## src/design/eeprom_settings.svh

```systemverilog
`ifndef EEPROM_SETTINGS_SVH
`define EEPROM_SETTINGS_SVH

// CLK cycles per SCL half period, 2 or more
`define EEPROM_SCL_HALF 4

// 24C16 device type code, upper nibble of the control byte
`define EEPROM_DEV_CODE 4'b1010

// 2 KB array, bits 10:8 go out as block select in the control byte
`define EEPROM_ADDR_W 11

`define EEPROM_DATA_W 8

`endif

```

## src/design/eeprom_pkg.sv

```systemverilog
`include "eeprom_settings.svh"

package eeprom_pkg;

    // host request, sampled with wr or rd
    typedef struct packed {
        logic [`EEPROM_ADDR_W-1:0] addr;
        logic [`EEPROM_DATA_W-1:0] data;
    } eeprom_req_t;

    // host response, valid with ack
    typedef struct packed {
        logic [`EEPROM_DATA_W-1:0] data;
        logic                      nack;    // some byte went unacknowledged
    } eeprom_rsp_t;

    // OP_START also serves as repeated start
    typedef enum logic [1:0] {
        OP_START,
        OP_STOP,
        OP_WRITE,
        OP_READ
    } i2c_op_t;

    typedef struct packed {
        i2c_op_t                   op;
        logic [`EEPROM_DATA_W-1:0] data;
        logic                      last;    // master no-ack after read byte
    } i2c_cmd_t;

    typedef struct packed {
        logic [`EEPROM_DATA_W-1:0] data;
        logic                      nack;    // sampled ack bit, high if missing
    } i2c_res_t;

endpackage

```

## src/design/eeprom_sequencer.sv

```systemverilog
`timescale 1ns/100ps
`include "eeprom_settings.svh"

module eeprom_sequencer
(
    input  logic                    CLK,
    input  logic                    RESET,
    input  logic                    wr,
    input  logic                    rd,
    input  eeprom_pkg::eeprom_req_t req,
    input  logic                    eng_idle,
    input  logic                    eng_done,
    input  eeprom_pkg::i2c_res_t    eng_res,
    output logic                    busy,
    output logic                    ack,
    output eeprom_pkg::eeprom_rsp_t rsp,
    output logic                    cmd_go,
    output eeprom_pkg::i2c_cmd_t    cmd
);
    import eeprom_pkg::*;

    typedef enum logic [3:0] {
        S_IDLE,
        S_START,
        S_CTRL_W,
        S_ADDR,
        S_DATA_W,
        S_RESTART,
        S_CTRL_R,
        S_DATA_R,
        S_STOP
    } state_t;

    state_t                    state_q;
    state_t                    next_state;
    logic                      go_pend;     // command of current state not yet issued
    logic                      is_rd_q;
    logic                      nack_q;
    logic                      accept;
    eeprom_req_t               req_q;
    logic [`EEPROM_DATA_W-1:0] rd_q;

    assign busy   = state_q != S_IDLE;
    assign accept = (state_q == S_IDLE) && (wr || rd);
    assign cmd_go = go_pend && eng_idle;

    // step taken when the engine reports done
    always_comb
    begin
        case (state_q)
            S_START:
                next_state = S_CTRL_W;
            S_CTRL_W:
                next_state = eng_res.nack ? S_STOP : S_ADDR;
            S_ADDR:
            begin
                if (eng_res.nack)
                    next_state = S_STOP;
                else if (is_rd_q)
                    next_state = S_RESTART;
                else
                    next_state = S_DATA_W;
            end
            S_RESTART:
                next_state = S_CTRL_R;
            S_CTRL_R:
                next_state = eng_res.nack ? S_STOP : S_DATA_R;
            S_DATA_W,
            S_DATA_R:
                next_state = S_STOP;
            default:
                next_state = S_IDLE;
        endcase
    end

    always_comb
    begin
        cmd.op   = OP_START;
        cmd.data = '0;
        cmd.last = 1'b0;
        case (state_q)
            S_CTRL_W:
            begin
                cmd.op   = OP_WRITE;
                cmd.data = {`EEPROM_DEV_CODE, req_q.addr[`EEPROM_ADDR_W-1:8], 1'b0};
            end
            S_ADDR:
            begin
                cmd.op   = OP_WRITE;
                cmd.data = req_q.addr[7:0];
            end
            S_DATA_W:
            begin
                cmd.op   = OP_WRITE;
                cmd.data = req_q.data;
            end
            S_CTRL_R:
            begin
                cmd.op   = OP_WRITE;
                cmd.data = {`EEPROM_DEV_CODE, req_q.addr[`EEPROM_ADDR_W-1:8], 1'b1};
            end
            S_DATA_R:
            begin
                cmd.op   = OP_READ;
                cmd.last = 1'b1;    // single byte, end with no-ack
            end
            S_STOP:
                cmd.op = OP_STOP;
            default:
                cmd.op = OP_START;  // start and restart
        endcase
    end

    always_ff @(posedge CLK)
    begin
        if (RESET)
        begin
            state_q <= S_IDLE;
            go_pend <= 1'b0;
            ack     <= 1'b0;
            is_rd_q <= 1'b0;
            nack_q  <= 1'b0;
        end
        else
        begin
            ack <= 1'b0;
            if (cmd_go)
            begin
                go_pend <= 1'b0;
            end
            if (accept)
            begin
                is_rd_q <= !wr;     // wr wins
                nack_q  <= 1'b0;
                go_pend <= 1'b1;
                state_q <= S_START;
            end
            else if (busy && eng_done)
            begin
                nack_q  <= nack_q | eng_res.nack;
                go_pend <= next_state != S_IDLE;
                ack     <= state_q == S_STOP;
                state_q <= next_state;
            end
        end
    end

    always_ff @(posedge CLK)
    begin
        if (accept)
        begin
            req_q <= req;
            rd_q  <= '0;
        end
        if (eng_done && state_q == S_DATA_R)
        begin
            rd_q <= eng_res.data;
        end
        if (eng_done && state_q == S_STOP)
        begin
            rsp.data <= rd_q;
            rsp.nack <= nack_q;
        end
    end

endmodule

```

## src/design/eeprom_wr.sv

```systemverilog
`timescale 1ns/100ps

module eeprom_wr
(
    input  logic                    CLK,
    input  logic                    RESET,
    input  logic                    wr,
    input  logic                    rd,
    input  eeprom_pkg::eeprom_req_t req,
    input  logic                    sda_in,
    output logic                    busy,
    output logic                    ack,
    output eeprom_pkg::eeprom_rsp_t rsp,
    output logic                    scl,
    output logic                    sda_oe
);
    import eeprom_pkg::*;

    // sequencer to engine, one command in flight
    logic     eng_idle;
    logic     eng_done;
    i2c_res_t eng_res;
    logic     cmd_go;
    i2c_cmd_t cmd;

    eeprom_sequencer u_seq
    (
        .CLK      (CLK),
        .RESET    (RESET),
        .wr       (wr),
        .rd       (rd),
        .req      (req),
        .eng_idle (eng_idle),
        .eng_done (eng_done),
        .eng_res  (eng_res),
        .busy     (busy),
        .ack      (ack),
        .rsp      (rsp),
        .cmd_go   (cmd_go),
        .cmd      (cmd)
    );

    // open-drain SDA, line resolved outside
    i2c_bit_engine u_eng
    (
        .CLK    (CLK),
        .RESET  (RESET),
        .cmd_go (cmd_go),
        .cmd    (cmd),
        .sda_in (sda_in),
        .idle   (eng_idle),
        .done   (eng_done),
        .res    (eng_res),
        .scl    (scl),
        .sda_oe (sda_oe)
    );

endmodule

```

## src/design/i2c_bit_engine.sv

```systemverilog
`timescale 1ns/100ps
`include "eeprom_settings.svh"

module i2c_bit_engine
(
    input  logic                 CLK,
    input  logic                 RESET,
    input  logic                 cmd_go,
    input  eeprom_pkg::i2c_cmd_t cmd,
    input  logic                 sda_in,
    output logic                 idle,
    output logic                 done,
    output eeprom_pkg::i2c_res_t res,
    output logic                 scl,
    output logic                 sda_oe
);
    import eeprom_pkg::*;

    localparam int HALF  = `EEPROM_SCL_HALF;
    localparam int CNT_W = (HALF > 2) ? $clog2(HALF) : 1;

    logic [CNT_W-1:0] cnt;      // position inside the half period
    logic [4:0]       hcnt;     // half period index inside the command
    logic             active;

    i2c_op_t          op_q;
    logic [7:0]       tx_q;
    logic             last_q;

    logic [4:0]       hcnt_end;
    logic [3:0]       bit_idx;
    logic             cnt_wrap;
    logic             sample;

    // start and stop take three halves: low, high, high
    // bytes take nine low/high pairs, odd halves are high
    function automatic logic half_scl(input i2c_op_t op, input logic [4:0] h);
        if (op == OP_START || op == OP_STOP)
        begin
            return h != 5'd0;
        end
        return h[0];
    endfunction

    // SDA pull-down for a given half
    function automatic logic half_pull
    (
        input i2c_op_t    op,
        input logic [4:0] h,
        input logic [7:0] tx,
        input logic       last
    );
        logic [3:0] i;
        i = h[4:1];
        case (op)
            OP_START:
                return h == 5'd2;                   // falls mid third half
            OP_STOP:
                return h != 5'd2;                   // rises mid third half
            OP_WRITE:
                return (i < 4'd8) ? !tx[3'd7 - i[2:0]] : 1'b0;
            default:
                return (i == 4'd8) ? !last : 1'b0;  // ack unless last
        endcase
    endfunction

    assign idle     = !active;
    assign hcnt_end = (op_q == OP_START || op_q == OP_STOP) ? 5'd2 : 5'd17;
    assign cnt_wrap = cnt == CNT_W'(HALF - 1);
    assign bit_idx  = hcnt[4:1];

    // first cycle of a high half, right after the rising edge
    assign sample = active && hcnt[0] && (cnt == '0) &&
                    (op_q == OP_WRITE || op_q == OP_READ);

    always_ff @(posedge CLK)
    begin
        if (RESET)
        begin
            active <= 1'b0;
            done   <= 1'b0;
            scl    <= 1'b1;
            sda_oe <= 1'b0;
            cnt    <= '0;
            hcnt   <= '0;
        end
        else
        begin
            done <= 1'b0;
            if (!active)
            begin
                if (cmd_go)
                begin
                    active <= 1'b1;
                    cnt    <= '0;
                    hcnt   <= '0;
                    scl    <= half_scl(cmd.op, 5'd0);
                end
            end
            else
            begin
                if (cnt_wrap)
                begin
                    cnt  <= '0;
                    hcnt <= hcnt + 5'd1;
                    scl  <= half_scl(op_q, hcnt + 5'd1);
                end
                else
                begin
                    cnt <= cnt + CNT_W'(1);
                end

                // SDA moves one cycle after SCL so it never races the edge
                if (cnt == '0)
                begin
                    sda_oe <= half_pull(op_q, hcnt, tx_q, last_q);
                end

                // done lands on the last cycle of the final half
                if (hcnt == hcnt_end && cnt == CNT_W'(HALF - 2))
                begin
                    active <= 1'b0;
                    done   <= 1'b1;
                end
            end
        end
    end

    always_ff @(posedge CLK)
    begin
        if (!active && cmd_go)
        begin
            op_q     <= cmd.op;
            tx_q     <= cmd.data;
            last_q   <= cmd.last;
            res.nack <= 1'b0;
        end
        else if (sample)
        begin
            if (op_q == OP_READ && bit_idx < 4'd8)
            begin
                res.data <= {res.data[6:0], sda_in};    // msb first
            end
            if (op_q == OP_WRITE && bit_idx == 4'd8)
            begin
                res.nack <= sda_in;
            end
        end
    end

endmodule

```

## config.mk

```make
export PLATFORM = sky130hd
export DESIGN_NAME = eeprom_wr
export DESIGN_NICKNAME = d
export VERILOG_FILES = /design/src/design/eeprom_pkg.sv /design/src/design/eeprom_sequencer.sv /design/src/design/eeprom_wr.sv /design/src/design/i2c_bit_engine.sv
export VERILOG_INCLUDE_DIRS = /design/src /design/src/design
export SDC_FILE = /design/constraint.sdc
export NUM_CORES = 1
export LEC_CHECK = 0
export ABC_AREA = 0
export BUFFER_PORTS_ARGS = -buffer_cell sky130_fd_sc_hd__buf_2
export CELL_PAD_IN_SITES_DETAIL_PLACEMENT = 0
export CELL_PAD_IN_SITES_GLOBAL_PLACEMENT = 1
export CORE_UTILIZATION = 47
export CTS_CLUSTER_SIZE = 30
export DETAILED_ROUTE_END_ITERATION = 16
export PLACE_DENSITY = 0.81
export SYNTH_ARGS = -nofsm -noshare
export SYNTH_HDL_FRONTEND = slang
export SYNTH_HIERARCHICAL = 1
export SYNTH_SLANG_ARGS = --single-unit
```

## constraint.sdc

```tcl
create_clock -name CLK -period 2.1 [get_ports CLK]
set_input_delay 0.21 -clock CLK [delete_from_list [all_inputs] [get_ports CLK]]
set_output_delay 0.21 -clock CLK [all_outputs]
set_load 0.1 [all_outputs]
```

==> results of run 1 <==
worst register-to-register path: stages, from the launching register on:
cell and delay [ns]:
sky130_fd_sc_hd__dfxtp_1 0.67, sky130_fd_sc_hd__and4b_1 0.49, sky130_fd_sc_hd__a21o_1 0.36
where the power goes:
| group | internal (uW) | leakage, uW | switching [uW] |
|---|---|---|---|
| Sequential | 1660 | 0.000689 | 31.8 |
| Combinational | 67.7 | 0.000573 | 141 |
| Clock | 677 | 0.000108 | 541 |
| Total | 2410 | 0.00137 | 715 |
cells in the mapped netlist, drive strengths merged, types with 3 or more instances:
cell    instances
nor3            7
clkbuf          6
edfxtp         55
inv            11
dfxtp          20
a21o            3
a21oi          15
and3            9
nor2           24
ha              6
nand2b          7
buf             7
nor3b           5
nand4           4
a222oi          3
o21ai           7
nand2          10
nor2b           3
cells by family after synthesis:
| family | Yosys count | share of synthesized area [%] |
|---|---|---|
| flops | 75 | 65.1 |
| simple gates | 82 | 15.5 |
| fa+ha+maj | 6 | 2.38 |
| compound gates | 45 | 10.8 |
| buf+inv | 24 | 3.89 |
| mux | 4 | 2.06 |
| xor+xnor | 1 | 0.278 |
cell usage in the layout (no fill, tap or decap), types with 3 or more instances in the layout:
| cell type | n |
|---|---|
| sky130_fd_sc_hd__a21o_1 | 3 |
| sky130_fd_sc_hd__a21oi_1 | 15 |
| sky130_fd_sc_hd__a222oi_1 | 3 |
| sky130_fd_sc_hd__and3_1 | 9 |
| sky130_fd_sc_hd__buf_2 | 36 |
| sky130_fd_sc_hd__buf_4 | 9 |
| sky130_fd_sc_hd__clkbuf_8 | 9 |
| sky130_fd_sc_hd__dfxtp_1 | 20 |
| sky130_fd_sc_hd__edfxtp_1 | 55 |
| sky130_fd_sc_hd__ha_1 | 6 |
| sky130_fd_sc_hd__inv_1 | 10 |
| sky130_fd_sc_hd__inv_6 | 3 |
| sky130_fd_sc_hd__nand2_1 | 9 |
| sky130_fd_sc_hd__nand2b_1 | 7 |
| sky130_fd_sc_hd__nand4_1 | 4 |
| sky130_fd_sc_hd__nor2_1 | 23 |
| sky130_fd_sc_hd__nor2b_1 | 3 |
| sky130_fd_sc_hd__nor3_1 | 6 |
| sky130_fd_sc_hd__nor3b_1 | 4 |
| sky130_fd_sc_hd__o21ai_0 | 5 |
layout make-up:
type                            instances  area share [%]
Tap cell                               77            2.65
Timing Repair Buffer                   45            6.81
Clock inverter                          7            2.68
Inverter                               11            1.14
Sequential cell                        75            56.4
Multi-Input combinational cell        138            26.9
Clock buffer                            9            3.41
state kept, by name, indices dropped and copies added (netlist names), 4 cells and up:
name and cells:
u_eng/res 9, u_eng/hcnt 5, u_seq/rd_q 8, u_seq/state_q 4
u_eng/tx_q 8, u_seq/req_q 19, u_seq/rsp 9
worst paths after layout:
check	start	end	depth (start not counted)
worst max register to register	u_seq/state_q[0]	u_seq/rd_q[3]	2
worst max-delay path	u_seq/state_q[0]	busy	3
worst min register to register	u_seq/rd_q[0]	u_seq/rsp[1]	0
worst min-delay path	req[8]	u_seq/req_q[8]	1
stage by stage:
stage	utilization [%]	hold WS [ns]
4_1_cts	56.6	0.0189
2_1_floorplan	-	0.273
3_3_place_gp	53.2	0.387
5_1_grt	56.6	0.0128
3_5_place_dp	53.2	0.388
6_report	56.6	0.0407
layer usage:
layer | wire [um] | global-route usage (%) | vias to the layer above
met1 | 2370 | 20.8 | 904
li1 | - | - | 978
met2 | 2450 | 25.0 | 52
met3 | 273 | 5.44 | 2
met4 | 29 | 7.37 | 0
met5 | 0 | 0 | -
==> impl_summary.txt, run 1 <==
----------------------------------------------------
[Clock network]
  Clock latency reported for the late side of the worst-skew pair ... 0.34 ns
  Clock tree sinks ... 75
  CTS tree ... built
  Maximum buffer depth of the clock tree ... 2
  Clock transition at the registers of the reported paths ... 0.08 ns
  Clock buffer count from CTS ... 9
  Clock root buffer ... sky130_fd_sc_hd__clkbuf_8
  Total of cells resized after clock tree synthesis ... 0
  Buffers inserted by post-CTS timing repair ... 0
  Number of H-tree levels ... 3
  Count of hold buffers inserted by post-cts repair ... 0

[Floorplan]
  I/O pin cnt ... 37
  Effective utilization at floorplan ... 49.1%
  Core Footprint ... 6420 um2
  Die outline height ... 83.9 um
  Die outline width ... 83.9 um
  Row count ... 29
  Area of the die ... 7040 um2

[Power]
  Final Power ... 3120 uW
  Maximum ir drop on the vdd rail ... 0.000634 V
  Cell Pwr Density ... 858 nW/um2
  Static power due to leakage ... 0.00137 uW

[Worst setup path]
  Data required time of the worst path ... 1.89 ns
  Largest fanout of any net on the critical path ... 13
  Crit-path leading delay family ... flip-flops
  Delay of the slowest cell on the worst path ... 0.67 ns
  Worst-path cell with the longest stage delay ... sky130_fd_sc_hd__dfxtp_1
  Crit path kind ... reg2out
  Worst-case register-to-register setup slack ... 0.27 ns
  Critical Path Source Type ... flip-flop
  Nature of the critical path endpoint ... primary output
  Sum of buffers and inverters on the critical path ... 2
  Cells along the critical path ... nor4_4 > inv_2 > buf_2
  WP data arrival ... 1.67 ns

[Cells and area]
  Fillcell total ... 520
  Reg area ... 2050 um2
  Total Nets Final ... 310
  Share of cells above drive strength 1 ... 26.7%
  Filler-free cell count of the finished design ... 362
  Combined area of the multi-input logic cells ... 978 um2
  Area growth from synthesis to layout ... 15.4%
  Fin area ... 3640 um2
  Antenna diodes ... 0

[Placed design]
  Post-placement cell area ... 3420 um2
  Setup WS pre-CTS ... 0.291 ns
  Input/output buffers ... 36
  Last weighted congestion value of the routability-driven placer ... 0.765
  HPWL after detailed placement ... 3.63 mm
  Inst Count DP ... 346

[Timing]
  Final hold viol count ... 0
  Endpoints failing setup ... 0
  Final critical delay including setup and external delays ... 1.88 ns
  Setup repair after global routing missed its margin ... no
  Least setup slack across all paths after layout ... 0.218 ns
  Sum of negative setup slack ... 0 ns
  Slew margin rel. ... 37.8%
  Portion of the clock cycle consumed by the worst path in the final layout ... 89.6%
  Max-slew violation count ... 0
  Skew final ... 0.00673 ns
  Transition time of the tightest slew-check pin ... 0.931 ns
  Highest clock frequency the design can meet ... 531 MHz

[Routing]
  Wire length per cell after detailed routing ... 14.2 um
  Pre-antenna DRT Iters ... 11
  Detailed Route Iter0 Violations ... 104
  Remaining antenna violation count ... 0
  Drc violations ... 10
  Vias after detailed routing ... 1936
  WL final ... 5.13 mm
  Average vias per placed instance ... 5.35

[Logic synthesis]
  Nets in the synthesized netlist ... 267
  Biggest area consumer among synthesized cells ... sky130_fd_sc_hd__edfxtp_1
  Average footprint of a synthesized cell ... 13.3 um2
  Sequential cell area fraction in the yosys report ... 65.1%
  Main area contributors after synthesis ... sky130_fd_sc_hd__edfxtp_1, sky130_fd_sc_hd__dfxtp_1, sky130_fd_sc_hd__nor2_1, sky130_fd_sc_hd__a21oi_1, sky130_fd_sc_hd__ha_1
  Post-Syn Area ... 3150 um2
  Post-Syn Instances ... 237
  Post-synthesis async set-or-reset flop share ... 0%
  Register bit count reported by yosys ... 75
  Post-synth EDFFs ... 55
  Fraction of post-synthesis cell area in the top cell type by area ... 52.4%
  YS warnings ... 6
  Leading register cell type out of synthesis ... sky130_fd_sc_hd__edfxtp_1
  Unique masters post-synth ... 52

[Global route]
  Vias in the first global route ... 1834
  Global-route wire length before repair ... 8.71 mm
  Antenna violations before repair ... 0
  Largest net degree at the start of global routing ... 20
  Global route total overflow ... 0
  Total global-route track usage ... 16.2%

[Run]
  Number of max-cap violations ... 0

[Outcome]
  Outcome ... complete, but fails checks
  Violated checks ... DRC

[Hold path]
  Worst hold path type ... in2reg

----------------------------------------------------
(Power assumes the default switching activity.)
==> run 2, diff against run 1 <==
--- a/config.mk
+++ b/config.mk
@@ -10,10 +10,10 @@
 export BUFFER_PORTS_ARGS = -buffer_cell sky130_fd_sc_hd__buf_2
 export CELL_PAD_IN_SITES_DETAIL_PLACEMENT = 0
 export CELL_PAD_IN_SITES_GLOBAL_PLACEMENT = 1
-export CORE_UTILIZATION = 47
+export CORE_UTILIZATION = 30
 export CTS_CLUSTER_SIZE = 30
 export DETAILED_ROUTE_END_ITERATION = 16
-export PLACE_DENSITY = 0.81
+export PLACE_DENSITY = 0.57
 export SYNTH_ARGS = -nofsm -noshare
 export SYNTH_HDL_FRONTEND = slang
 export SYNTH_HIERARCHICAL = 1
==> run 2 against run 1 <==
  * The run now ends clean
  * Sequential share of layout area shrank 0.88 points
  * Clock skew is essentially flat
  * Worst hold slack gained 0.0048 ns
  * Sequential power is essentially flat
  * Critical path depth is the same
  * Maximum frequency shrank 2.8%
  * Cell count grew 16%
  * Clock-buffer cell count is the same
  * First-iteration DRC count shrank 41%
  * Highest routed layer unchanged
==> impl_summary.txt, run 2 (same netlist as run 1, synthesis figures left out) <==
----------------------------------------------------
[Global route]
  Global route total overflow ... 0
  Vias in the first global route ... 1908
  Antenna violations before repair ... 0
  Largest net degree at the start of global routing ... 22
  Global-route wire length before repair ... 9.64 mm
  Total global-route track usage ... 11.3%

[Routing]
  Drc violations ... 0
  Average vias per placed instance ... 4.61
  Detailed Route Iter0 Violations ... 61
  WL final ... 5.64 mm
  Remaining antenna violation count ... 0
  Wire length per cell after detailed routing ... 13.5 um
  Vias after detailed routing ... 1932
  Pre-antenna DRT Iters ... 5

[Power]
  Static power due to leakage ... 0.00136 uW
  Maximum ir drop on the vdd rail ... 0.000436 V
  Cell Pwr Density ... 839 nW/um2

[Worst setup path]
  Critical Path Source Type ... flip-flop
  WP data arrival ... 1.73 ns
  Largest fanout of any net on the critical path ... 15
  Data required time of the worst path ... 1.89 ns
  Nature of the critical path endpoint ... primary output
  Crit path kind ... reg2out

[Timing]
  Max-slew violation count ... 0
  Slew margin rel. ... 60.6%
  Setup repair after global routing missed its margin ... no
  Final hold viol count ... 0
  Final critical delay including setup and external delays ... 1.94 ns
  Highest clock frequency the design can meet ... 516 MHz
  Portion of the clock cycle consumed by the worst path in the final layout ... 92.2%
  Sum of negative setup slack ... 0 ns
  Endpoints failing setup ... 0
  Skew final ... 0.00671 ns
  Transition time of the tightest slew-check pin ... 0.590 ns

[Clock network]
  Clock transition at the registers of the reported paths ... 0.08 ns
  Buffers inserted by post-CTS timing repair ... 0
  Clock root buffer ... sky130_fd_sc_hd__clkbuf_8
  Clock latency reported for the late side of the worst-skew pair ... 0.34 ns
  Count of hold buffers inserted by post-cts repair ... 0
  Maximum buffer depth of the clock tree ... 2
  Total of cells resized after clock tree synthesis ... 0
  Number of H-tree levels ... 3
  Clock tree sinks ... 75
  CTS tree ... built
  Clock buffer count from CTS ... 9

[Placed design]
  HPWL after detailed placement ... 3.86 mm
  Input/output buffers ... 36
  Post-placement cell area ... 3480 um2
  Last weighted congestion value of the routability-driven placer ... 0.784

[Cells and area]
  Total Nets Final ... 309
  Registers with the most flip-flops ... u_seq/req_q (19), u_eng/res (9), u_seq/rsp (9)
  Largest register FFs ... 19
  Register name with the most flops ... u_seq/req_q
  Share of cells above drive strength 1 ... 26.5%
  Leading cell type in the layout, fill and taps excluded ... sky130_fd_sc_hd__edfxtp_1
  Most frequent cells in the layout ... sky130_fd_sc_hd__edfxtp_1, sky130_fd_sc_hd__buf_2, sky130_fd_sc_hd__nor2_1
  Fin area ... 3690 um2
  Area growth from synthesis to layout ... 17.2%
  Antenna diodes ... 0

[Hold path]
  Worst hold path type ... in2reg

[Floorplan]
  Effective utilization at floorplan ... 30.7%
  Die outline height ... 105 um
  Area of the die ... 10900 um2
  Row count ... 37
  I/O pin cnt ... 37
  Core Footprint ... 10300 um2
  Die outline width ... 105 um

[Outcome]
  Outcome ... complete, no violations

[Run]
  Number of max-cap violations ... 0

----------------------------------------------------
run 2: where the power goes:
part           switching [uW]  internal [uW]
Clock                     529            664
Sequential               31.8           1660
Combinational             145           65.6
run 2: metal layers:
layer	wire length (um)	global-route usage [%]	vias to the layer above
met5	0	0	-
met4	78	4.59	0
met3	200	3.13	8
met2	2560	17.4	37
met1	2800	15.1	920
li1	-	-	967
run 2: worst paths after layout:
check / start / slack, ns / end / depth (start not counted)
hold reg to reg: u_seq/rd_q[3] / 0.42 / u_seq/rsp[4] / 0
setup / recovery: u_seq/state_q[1] / 0.16 / busy / 3
hold / removal: req[15] / 0.05 / u_seq/req_q[15] / 1
setup reg to reg: u_seq/state_q[1] / 0.35 / u_seq/state_q[2] / 6
run 2: through the flow:
step                      setup WS, ns  util [%]  hold WS (ns)  instances  total power (uW)
after floorplan                 0.0240         -         0.273        237              1870
after global placement           0.370      33.9         0.387        404              1940
after detailed placement         0.333      33.9         0.388        404              1940
after CTS                        0.138      36.0        0.0213        419              3150
after global routing            0.0557      36.0        0.0158        419              3230
final                            0.163      36.0        0.0455        419              3100
run 2: final cells by class:
cell class                 count  area, um2
fill                        1062       6580
clock inverter                 6       88.8
timing repair buffer          44        240
inverter                      11       41.3
clock buffer                   9        124
multi-input combinational    138        978
sequential                    75       2050
tap                          136        170
run 2: worst max-delay path: stages (launching register included):
cell,delay (ns)
sky130_fd_sc_hd__dfxtp_1,0.70
sky130_fd_sc_hd__nor4_4,0.12
sky130_fd_sc_hd__inv_2,0.13
sky130_fd_sc_hd__buf_2,0.44
